`src/verilog/rvx_cfg.svh`:
```
`ifndef RVX_CFG_SVH
`define RVX_CFG_SVH

// datapath width in bits
`define RVX_XLEN 64

// data memory size in doublewords
`define RVX_DMEM_DEPTH 256

// doubleword index width
`define RVX_DMEM_AW 8

`endif
```
`src/verilog/rvx_pkg.sv`:
```
`include "rvx_cfg.svh"

package rvx_pkg;

    typedef enum logic [3:0] {
        op_add,
        op_addw,  // zero extended low 32 bits
        op_sub,
        op_and,
        op_or,
        op_xor,
        op_sll,
        op_sllw,  // zero extended low 32 bits
        op_sra,
        op_sltu,
        op_mul,
        op_remu,
        op_beq,
        op_bne,
        op_blt,
        op_pass   // result is src2
    } alu_op_e;

    typedef enum logic [1:0] {
        ld_none,
        ld_bu,
        ld_wu,
        ld_d
    } load_kind_e;

    typedef struct packed {
        alu_op_e              alu_op;
        logic [`RVX_XLEN-1:0] op_a;
        logic [`RVX_XLEN-1:0] op_b;
        load_kind_e           load_kind;
        logic [4:0]           rd;
        logic                 rd_we;
    } ex_req_t;

    typedef struct packed {
        logic [`RVX_XLEN-1:0] alu_res;
        logic                 branch;
        load_kind_e           load_kind;
        logic [2:0]           byte_off;  // address bits 2:0 of a load
        logic [4:0]           rd;
        logic                 rd_we;
    } wb_t;

endpackage

```
`src/verilog/op_decoder.sv`:
```
`timescale 1ns/1ps
`include "rvx_cfg.svh"

module op_decoder (
    input  logic [31:0]          instr,
    input  logic [`RVX_XLEN-1:0] rs1_val,
    input  logic [`RVX_XLEN-1:0] rs2_val,
    output rvx_pkg::alu_op_e     alu_op,
    output logic [`RVX_XLEN-1:0] op_a,
    output logic [`RVX_XLEN-1:0] op_b,
    output rvx_pkg::load_kind_e  load_kind,
    output logic [4:0]           rd,
    output logic                 rd_we
);
    import rvx_pkg::*;

    localparam logic [6:0] opc_op        = 7'b0110011;
    localparam logic [6:0] opc_op_imm    = 7'b0010011;
    localparam logic [6:0] opc_op_32     = 7'b0111011;
    localparam logic [6:0] opc_op_imm_32 = 7'b0011011;
    localparam logic [6:0] opc_load      = 7'b0000011;
    localparam logic [6:0] opc_branch    = 7'b1100011;
    localparam logic [6:0] opc_lui       = 7'b0110111;

    localparam logic [1:0] sel_rs2   = 2'd0;
    localparam logic [1:0] sel_imm_i = 2'd1;
    localparam logic [1:0] sel_imm_u = 2'd2;

    logic [6:0]           opcode;
    logic [2:0]           funct3;
    logic [6:0]           funct7;
    logic [`RVX_XLEN-1:0] imm_i;
    logic [`RVX_XLEN-1:0] imm_u;
    logic [1:0]           b_sel;

    assign opcode = instr[6:0];
    assign funct3 = instr[14:12];
    assign funct7 = instr[31:25];
    assign rd     = instr[11:7];

    assign imm_i = {{(`RVX_XLEN-12){instr[31]}}, instr[31:20]};
    assign imm_u = {{(`RVX_XLEN-32){instr[31]}}, instr[31:12], 12'b0};  // sign extended like lui

    always_comb begin
        alu_op    = op_add;
        load_kind = ld_none;
        rd_we     = 1'b0;
        b_sel     = sel_rs2;
        case (opcode)
            opc_op: begin
                rd_we = 1'b1;
                case ({funct7, funct3})
                    {7'h00, 3'b000}: alu_op = op_add;
                    {7'h20, 3'b000}: alu_op = op_sub;
                    {7'h00, 3'b001}: alu_op = op_sll;
                    {7'h00, 3'b011}: alu_op = op_sltu;
                    {7'h00, 3'b100}: alu_op = op_xor;
                    {7'h20, 3'b101}: alu_op = op_sra;
                    {7'h00, 3'b110}: alu_op = op_or;
                    {7'h00, 3'b111}: alu_op = op_and;
                    {7'h01, 3'b000}: alu_op = op_mul;
                    {7'h01, 3'b111}: alu_op = op_remu;
                    default:         rd_we  = 1'b0;
                endcase
            end
            opc_op_imm: begin
                rd_we = 1'b1;
                b_sel = sel_imm_i;
                case (funct3)
                    3'b000: alu_op = op_add;
                    3'b011: alu_op = op_sltu;  // compares against sign extended imm
                    3'b100: alu_op = op_xor;
                    3'b110: alu_op = op_or;
                    3'b111: alu_op = op_and;
                    3'b001: begin
                        if (instr[31:26] == 6'b000000) begin
                            alu_op = op_sll;
                        end else begin
                            rd_we = 1'b0;
                        end
                    end
                    3'b101: begin
                        if (instr[31:26] == 6'b010000) begin
                            alu_op = op_sra;
                        end else begin
                            rd_we = 1'b0;
                        end
                    end
                    default: rd_we = 1'b0;
                endcase
            end
            opc_op_32: begin
                rd_we = 1'b1;
                case ({funct7, funct3})
                    {7'h00, 3'b000}: alu_op = op_addw;
                    {7'h00, 3'b001}: alu_op = op_sllw;
                    default:         rd_we  = 1'b0;
                endcase
            end
            opc_op_imm_32: begin
                rd_we = 1'b1;
                b_sel = sel_imm_i;
                case ({funct7, funct3})
                    {funct7, 3'b000}: alu_op = op_addw;  // addiw ignores funct7
                    {7'h00, 3'b001}:  alu_op = op_sllw;
                    default:          rd_we  = 1'b0;
                endcase
            end
            opc_load: begin
                b_sel = sel_imm_i;  // alu forms the address
                rd_we = 1'b1;
                case (funct3)
                    3'b100:  load_kind = ld_bu;
                    3'b110:  load_kind = ld_wu;
                    3'b011:  load_kind = ld_d;
                    default: rd_we     = 1'b0;
                endcase
            end
            opc_branch: begin
                case (funct3)
                    3'b000:  alu_op = op_beq;
                    3'b001:  alu_op = op_bne;
                    3'b100:  alu_op = op_blt;
                    default: alu_op = op_add;
                endcase
            end
            opc_lui: begin
                alu_op = op_pass;
                b_sel  = sel_imm_u;
                rd_we  = 1'b1;
            end
            default: rd_we = 1'b0;
        endcase
    end

    assign op_a = rs1_val;

    always_comb begin
        case (b_sel)
            sel_imm_i: op_b = imm_i;
            sel_imm_u: op_b = imm_u;
            default:   op_b = rs2_val;
        endcase
    end

endmodule

```
`config.mk`:
```
export PLATFORM = sky130hd
export DESIGN_NAME = op_decoder
export DESIGN_NICKNAME = d
export VERILOG_FILES = /design/src/verilog/rvx_pkg.sv /design/src/verilog/op_decoder.sv
export VERILOG_INCLUDE_DIRS = /design/src /design/src/verilog
export SDC_FILE = /design/constraint.sdc
export NUM_CORES = 1
export LEC_CHECK = 0
export BUFFER_PORTS_ARGS = -buffer_cell sky130_fd_sc_hd__clkbuf_2
export CAP_MARGIN = 10
export CORE_AREA = 2 2 115 117
export DETAILED_ROUTE_END_ITERATION = 8
export DIE_AREA = 0 0 117 119
export PLACE_DENSITY = 0.49
export SLEW_MARGIN = 40
export SYNTH_ARGS = -nofsm -noshare
export SYNTH_HDL_FRONTEND = slang
export SYNTH_SLANG_ARGS = --single-unit
```
`constraint.sdc`:
```
create_clock -name vclk -period 5.5
set_input_delay 0.55 -clock vclk [all_inputs]
set_output_delay 0.55 -clock vclk [all_outputs]
set_load 0.05 [all_outputs]
```
==> out/results.ini, run 1 <==
[cells_and_area]
nets = 563
mostFrequentLayoutCells = clkbuf_2, nand2_1, a21oi_1
clkbuf_count = 0
drive_gt1_share_pct = 42.86
multi_input_area_sq_um = 1140
final-seq-area_sq_um = 0
design.seq.count = 0
layout_commonest_cell = clkbuf_2
synthToLayoutAreaGrowth_pct = 24.42
fill_cells = 1545

[place]
routabilityCongestion = 0.8155
port-buffer-count = 162
dp_hpwl_microns = 7177
post-place-ws_ps = 1278

[sta]
grt_setup_unrepaired = false
fmax_mhz = 242.8
whs_ps = 1100
finalHoldViolations = 0
fin_setup_tns_ps = 0
worstMarginPinSlew_ps = 770.8
setup_viol = 0
setup_ws_ps = 1381
maxSlewHeadroom_pct = 48.49
finalCritPeriodShare_pct = 74.89
fin_crit_ps = 4119
finalMaxSlewViolations = 0

[logic_synthesis]
synth_nets = 490
synth_area_leader_cell = buf_4
synth_top_cells_by_area = buf_4, nand2_1, a21oi_1
syn_avg_cell_area_sq_um = 5.608
netlist-cell-type-count = 43
syn_inst = 328
yosysWarnings = 0
synth_seq_area_share_pct = 0
yosys.area.top_type_share_pct = 28.16
netlist_area_sq_um = 1839

[cts]
cts-resized-gates = 0
holdBufCountCts = 0
cts_setup_buffers = 0

[die]
rows = 42
die-area_sq_um = 13920
initial_utilization_pct = 14.29
die_width_microns = 117
die_y_microns = 119
core_sq_um = 12870
boundaryPins = 300

[detailed_routing]
drt_iter0_drc = 97
via_per_inst = 4.142
drt_first_pass_iters = 4
avgRoutedWirePerCell_microns = 14.76
wl_microns = 8519
ant_nets = 0
drc = 0
num_vias = 2390

[worst_setup_path]
cp_top_family = simple AND/OR/NAND/NOR gates
worst-setup-path-type = input port to output port
cp.arrival_ps = 3570
crit_chain = clkbuf_2 > nand3b_1 > or4_1 > ha_2 > inv_1 > nand2_1 > a21oi_1 > a21oi_1 > clkbuf_2
required_ps = 4950
cp_num_buf_inv = 3
slowest_delay_ps = 760
crit_path_max_fanout = 33
slowest_stage = ha_2
end_kind = output port
crit_path_start_kind = input port

[global_routing]
grt.total_usage_pct = 11.18
antenna_found_initial = 3
grt-ovfl-total = 0
grt_pass1_wl_microns = 12190
grt_pass1_vias = 2177
grt_max_degree = 34

[hold_path]
hold_path.class = input port to output port

[outcome]
outcome = finished clean

[job]
maxCapViolations = 0

[pwr]
power_density_nw_per_um2 = 104.1
p_leak_uw = 0.001395
ir_worst_vdd_uv = 33.06
finalPower_uw = 238.2

-- logic make-up (layout without fill, tap and decap cells) --
family	count (synthesis)	in the layout	share of synthesized area, %
AND/OR/NAND/NOR	128	128	32.52
buffers and inverters	118	189	38.30
AO/OA/AOI/OAI	77	77	26.33
adder cells (fa/ha/maj)	2	2	1.360
XOR/XNOR	2	2	0.9526
multiplexers	1	1	0.5442
other	0	2	0
-- final cells by class --
type	count	share of cell area (%)
timing repair buffer	165	36.41
antenna	2	0.2187
tap	176	9.623
multi-input combinational	210	49.81
inverter	24	3.937
-- cells in the mapped netlist (2+ instances only) --
| cell | instances |
|---|---|
| buf_2 | 2 |
| inv_1 | 24 |
| o21ai_0 | 4 |
| a21oi_1 | 42 |
| ha_1 | 2 |
| nor3b_1 | 3 |
| nor4_1 | 4 |
| nand2b_1 | 2 |
| nor2_1 | 9 |
| o211ai_1 | 4 |
| o21ai_1 | 2 |
| nand3b_1 | 2 |
| or3_1 | 3 |
| o21a_1 | 3 |
| nand4b_1 | 2 |
| nand2_1 | 79 |
| a22o_1 | 11 |
| buf_4 | 69 |
| or4_1 | 3 |
| nand3_1 | 6 |
| nor2b_1 | 5 |
| nor3_1 | 5 |
| clkbuf_1 | 22 |
-- worst paths after layout --
check                      end  slack (ps)  cells after the start   startpoint
worst min-delay path  op_a[29]        1100                      0  rs1_val[29]
worst max-delay path  op_b[29]        1380                      9     instr[5]
-- layer usage --
layer / share of wire (%) / track usage, % / up-vias
met5: 0.14 / 0 / -
met4: 1.7 / 1.765 / 2
met3: 11 / 3.817 / 16
met2: 46 / 19.33 / 125
met1: 42 / 13.52 / 1080
li1: - / - / 1167
-- per-stage QoR --
stage	instances	utilization, %	area [sq um]
finish	577	17.77	2288
global route	575	17.74	2283
CTS	575	17.72	2281
detailed placement	575	17.72	2281
global placement	575	17.72	2281
floorplan	328	-	1839
-- where the power goes --
group           leakage, uW  internal (uW)  switching [uW]  total [uW]
Sequential                0              0               0           0
Clock          0.0000000127      0.0000488               0   0.0000488
Combinational       0.00140           66.4             172         238
Total               0.00140           66.4             172         238
Note: power is estimated with default switching activity, not from simulation.
==> inputs of run 2 (changes only) <==
CORE_AREA = 2 2 118 120   (was 2 2 115 117)
DIE_AREA = 0 0 120 122   (was 0 0 117 119)
clock period = 3.5 ns   (was 5.5 ns; I/O delays follow)
==> out/results.ini, run 2 (same netlist as run 1, synthesis figures left out) <==
[pwr]
p_sw_share_pct = 68.57  ; -3.5 points
clockPowerShare_pct = 0  ; unchanged
ir_worst_vdd_uv = 56.75  ; +72%
power_density_nw_per_um2 = 163.9  ; +57%
intPower_uw = 126.3  ; +90%
comb_power_share_pct = 100.0  ; about the same
seqPwrFrac_pct = 0  ; unchanged
p_leak_uw = 0.001462  ; +4.8%
netSwitchingPower_uw = 275.5  ; +60%

[detailed_routing]
num_vias = 2378  ; -0.50%
drc = 0  ; unchanged
avgRoutedWirePerCell_microns = 15.91  ; +7.8%
drt_first_pass_iters = 4  ; unchanged
via_per_inst = 4.079  ; -1.5%
ant_nets = 0  ; unchanged
drt_iter0_drc = 97  ; unchanged
wl_microns = 9275  ; +8.9%

[die]
rows = 43  ; +2.4%
core_sq_um = 13500  ; +4.9%
die_y_microns = 122  ; +2.5%
boundaryPins = 300  ; unchanged
die-area_sq_um = 14640  ; +5.1%
die_width_microns = 120  ; +2.6%
initial_utilization_pct = 13.62  ; -0.67 points

[sta]
grt_setup_unrepaired = false
setup_viol = 0  ; unchanged
maxSlewHeadroom_pct = 66.71  ; +18 points
finalHoldViolations = 0  ; unchanged
fin_setup_tns_ps = 0  ; unchanged
finalCritPeriodShare_pct = 82.99
fmax_mhz = 344.3
setup_ws_ps = 595.4  ; -785.8 ps
worstMarginPinSlew_ps = 494.8  ; -276.0 ps
whs_ps = 700.0  ; -400.0 ps
fin_crit_ps = 2905
finalMaxSlewViolations = 0  ; unchanged

[cells_and_area]
final-seq-area_sq_um = 0  ; unchanged
clkbuf_count = 0  ; unchanged
synthToLayoutAreaGrowth_pct = 33.27
diodes = 0  ; -2
design.seq.count = 0  ; unchanged
final_core_util_pct = 18.15  ; +0.38 points
fill_cells = 1588  ; +2.8%
drive_gt1_share_pct = 43.18  ; +0.32 points
layout_commonest_cell = clkbuf_2
nets = 567  ; +0.71%
mostFrequentLayoutCells = clkbuf_2, nand2_1, a21oi_1

[global_routing]
grt-ovfl-total = 0  ; unchanged
grt.total_usage_pct = 11.51  ; +0.33 points
grt_pass1_wl_microns = 13240  ; +8.7%
antenna_found_initial = 0  ; -3
grt_pass1_vias = 2189  ; +0.55%
grt_max_degree = 38  ; +12%

[place]
routabilityCongestion = 0.8267  ; +1.4%
post-place-ws_ps = 605.8  ; -671.9 ps
port-buffer-count = 162  ; unchanged
dp_hpwl_microns = 8005  ; +12%

[worst_setup_path]
crit_path_start_kind = input port
worst-setup-path-type = input port to output port
cp_top_family = buffers and inverters
critPathMostFrequentCell = a21oi_1
required_ps = 3150  ; -1800 ps
cp_num_buf_inv = 4  ; +1
crit_chain = clkbuf_2 > nand3b_1 > or4_1 > inv_1 > ha_1 > buf_4 > a21oi_1 > a21oi_1 > buf_12
crit_path_max_fanout = 11  ; -67%
slowest_delay_ps = 490  ; -270 ps
cp.arrival_ps = 2550  ; -1020 ps
slowest_stage = or4_1
end_kind = output port

[job]
maxCapViolations = 0  ; unchanged

[cts]
cts-resized-gates = 0  ; unchanged
cts_setup_buffers = 0  ; unchanged
holdBufCountCts = 0  ; unchanged

[hold_path]
hold_path.class = input port to output port

[outcome]
outcome = finished clean

-- run 2: cell count changes in the layout (fill, tap and decap cells not counted), sizes merged --
| cell | change |
|---|---|
| buf | +13 |
| diode | -2 |
| clkbuf | -9 |
-- run 2: final cells by class --
| class | count | area [sq um] | area share, % |
|---|---|---|---|
| multi-input cells | 210 | 1137 | 46.40 |
| well taps | 180 | 225.2 | 9.188 |
| inverters | 24 | 90.09 | 3.675 |
| repair buffers | 169 | 998.5 | 40.74 |
-- run 2: metal layers --
| metal | vias up | global-route usage (%) | wire [microns] |
|---|---|---|---|
| met5 | - | 0 | 0 |
| met4 | 0 | 3.309 | 259 |
| met3 | 26 | 2.481 | 742 |
| met2 | 125 | 20.77 | 4717 |
| met1 | 1053 | 13.65 | 3556 |
| li1 | 1174 | - | - |
-- run 2: final timing paths --
path | to | startpoint | slack [ps] | cells after the start
setup / recovery | op_b[26] | instr[6] | 600 | 9
hold / removal | op_a[18] | rs1_val[18] | 700 | 0
-- run 2: power by group through the flow --
stage | registers, uW | clock network, uW | logic [uW]
3_3_place_gp | 0 | 0 | 405
2_1_floorplan | 0 | 0 | 469
5_1_grt | 0 | 0 | 429
4_1_cts | 0 | 0 | 406
3_5_place_dp | 0 | 0 | 405
6_report | 0 | 0 | 402
-- run 2: through the flow --
| step | cell area, sq um | total power (uW) | std cells |
|---|---|---|---|
| global route | 2451 | 429.1 | 583 |
| global placement | 2451 | 405.2 | 583 |
| detailed placement | 2451 | 405.2 | 583 |
| floorplan | 1839 | 468.6 | 328 |
| finish | 2451 | 401.7 | 583 |
| CTS | 2451 | 406.0 | 583 |
==> inputs of run 3 (changes only) <==
ABC_AREA = 1   (was default)
CORE_AREA = 2 2 116 118   (was 2 2 118 120)
DIE_AREA = 0 0 118 120   (was 0 0 120 122)
PLACE_DENSITY = 0.51   (was 0.49)
clock period = 2.61 ns   (was 3.5 ns; I/O delays follow)
==> out/results.ini, run 3 <==
[sta]
maxSlewHeadroom_pct = 77.27  ; +11 points
fmax_mhz = 415.0
worstMarginPinSlew_ps = 337.4  ; -157.4 ps
fin_setup_tns_ps = 0  ; unchanged
grt_setup_unrepaired = false
finalHoldViolations = 0  ; unchanged
finalMaxSlewViolations = 0  ; unchanged
finalCritPeriodShare_pct = 92.33
setup_viol = 0  ; unchanged
fin_crit_ps = 2410

[hold_path]
hold_path.class = input port to output port
min_path_cells = 0  ; unchanged
hp-start = rs1_val[58]
whs_endpoint = op_a[58]

[logic_synthesis]
synth_top_family_by_area = simple AND/OR/NAND/NOR gates
synth.most_common_cell = nand2_1
synth_top_cells_by_area = nand2_1, buf_4, nor2_1
synth_fa_ha_area_share_pct = 1.321  ; -0.040 points
synth_area_leader_cell = nand2_1
syn_inst = 383  ; +17%
synth_seq_area_share_pct = 0  ; unchanged
netlist_area_sq_um = 1894  ; +3.0%
yosys-top-cells-count = nand2_1, buf_4, nor2_1
synth_nets = 545  ; +11%
syn_avg_cell_area_sq_um = 4.946  ; -12%
yosysWarnings = 0  ; unchanged
synth-simple-area-share_pct = 49.93  ; +17 points
synth_compound_area_share_pct = 11.03  ; -15 points
netlist-cell-type-count = 22  ; -49%
synthXorXnorAreaFrac_pct = 0  ; -0.95 points
synth.area.mux_share_pct = 0  ; -0.54 points
yosys.area.top_type_share_pct = 29.33  ; +1.2 points

[die]
rows = 42  ; -2.3%
boundaryPins = 300  ; unchanged
core_sq_um = 12980  ; -3.9%
die-area_sq_um = 14160  ; -3.3%
initial_utilization_pct = 14.59  ; +0.97 points
die_width_microns = 118  ; -1.7%
die_y_microns = 120  ; -1.6%

[place]
place_area_sq_um = 3074  ; +25%
dp_hpwl_microns = 7807  ; -2.5%
port-buffer-count = 162  ; unchanged
routabilityCongestion = 0.8425  ; +1.9%

[worst_setup_path]
cp.arrival_ps = 2150  ; -400 ps
crit_path_max_fanout = 33  ; +22
required_ps = 2350  ; -800 ps
crit_path_start_kind = input port
end_kind = output port
worst-setup-path-type = input port to output port

[global_routing]
grt_pass1_wl_microns = 14060  ; +6.1%
grt_pass1_vias = 2550  ; +16%
grt.total_usage_pct = 12.42  ; +0.91 points
grt-ovfl-total = 0  ; unchanged
antenna_found_initial = 0  ; unchanged
grt_max_degree = 34  ; -11%

[pwr]
p_sw_share_pct = 60.29  ; -8.3 points
ir_worst_vdd_uv = 116.2  ; +100%
power_density_nw_per_um2 = 212.5  ; +30%
intPower_uw = 259.4  ; +110%
p_leak_uw = 0.001773  ; +21%
netSwitchingPower_uw = 393.8  ; +43%
comb_power_share_pct = 100.0  ; about the same
seqPwrFrac_pct = 0  ; unchanged
clockPowerShare_pct = 0  ; unchanged

[outcome]
outcome = finished clean

[cells_and_area]
nets = 630  ; +11%
fill_cells = 1522  ; -4.2%
final-seq-area_sq_um = 0  ; unchanged
diodes = 0  ; unchanged
drive_gt1_share_pct = 42.70  ; -0.47 points
synthToLayoutAreaGrowth_pct = 62.29
final_area_sq_um = 3074  ; +25%
clkbuf_count = 0  ; unchanged
layout_commonest_cell = nand2_1
mostFrequentLayoutCells = nand2_1, clkbuf_2, nor2_1
design.seq.count = 0  ; unchanged

[detailed_routing]
drc = 0  ; unchanged
ant_nets = 0  ; unchanged
drt_first_pass_iters = 4  ; unchanged
drt_iter0_drc = 99  ; +2.1%
num_vias = 2537  ; +6.7%
via_per_inst = 3.952  ; -3.1%
wl_microns = 9260  ; -0.16%
avgRoutedWirePerCell_microns = 14.42  ; -9.3%

[cts]
cts-resized-gates = 0  ; unchanged
holdBufCountCts = 0  ; unchanged
cts_setup_buffers = 0  ; unchanged

[job]
maxCapViolations = 0  ; unchanged

[run 3: layer usage]
metal  share of wire (%)  GRT usage (%)  wire length (microns)
met5                   0              0                      0
met2                  44          20.42                   4112
met4                 2.7          2.786                    246
met3                  11          5.418                   1047
met1                  42          14.97                   3854
[run 3: worst max path at each step]
stage / from / endpoint / slack, ps / depth (start not counted)
3_5_place_dp: instr[1] / op_b[53] / 210 / 13
6_report: instr[1] / op_b[53] / 200 / 13
4_1_cts: instr[1] / op_b[53] / 190 / 13
3_3_place_gp: instr[1] / op_b[49] / 270 / 13
5_1_grt: instr[1] / op_b[16] / 0.3 / 13
2_1_floorplan: instr[1] / op_b[10] / -250 / 12
[run 3: power groups by stage]
| stage | Sequential [uW] | Combinational [uW] | Clock, uW |
|---|---|---|---|
| after floorplan | 0 | 627 | 0 |
| after global placement | 0 | 660 | 0 |
| after detailed placement | 0 | 657 | 0 |
| after CTS | 0 | 660 | 0 |
| after global routing | 0 | 693 | 0 |
| final | 0 | 653 | 0 |
[run 3: logic make-up after synthesis]
logic type | count (synthesis)
and+or+nand+nor | 230
buffers and inverters | 112
AOI/OAI and AO/OA | 39
adders and majority gates | 2
[run 3: area by class of cell]
| cell class | instances | area (sq um) | share of cell area [%] |
|---|---|---|---|
| repair buffers | 172 | 1539 | 50.06 |
| multi-input cells | 271 | 1229 | 39.97 |
| well taps | 176 | 220.2 | 7.163 |
| inverters | 23 | 86.33 | 2.808 |
[run 3: worst max-delay path: stages]
cell      delay (ps)
clkbuf_2          90
nand2_1           50
nor2_1           120
nand2_1          100
nor2_1           130
inv_1             80
nand2_1           90
ha_1             290
inv_1            200
o211ai_2         170
buf_12           200
nand2_1           80
clkbuf_2         270
[run 3: stage by stage]
stage               hold slack [ps]  util, %  instances  power, uW  setup WS, ps
CTS                           522.3    23.68        642      660.4         192.7
floorplan                     689.1        -        383      627.3        -253.4
finish                        522.0    23.68        642      653.1         200.1
global placement              522.3    23.68        642      659.5         272.8
global route                  522.1    23.68        642      693.3        0.2960
detailed placement            522.3    23.68        642      656.7         207.7
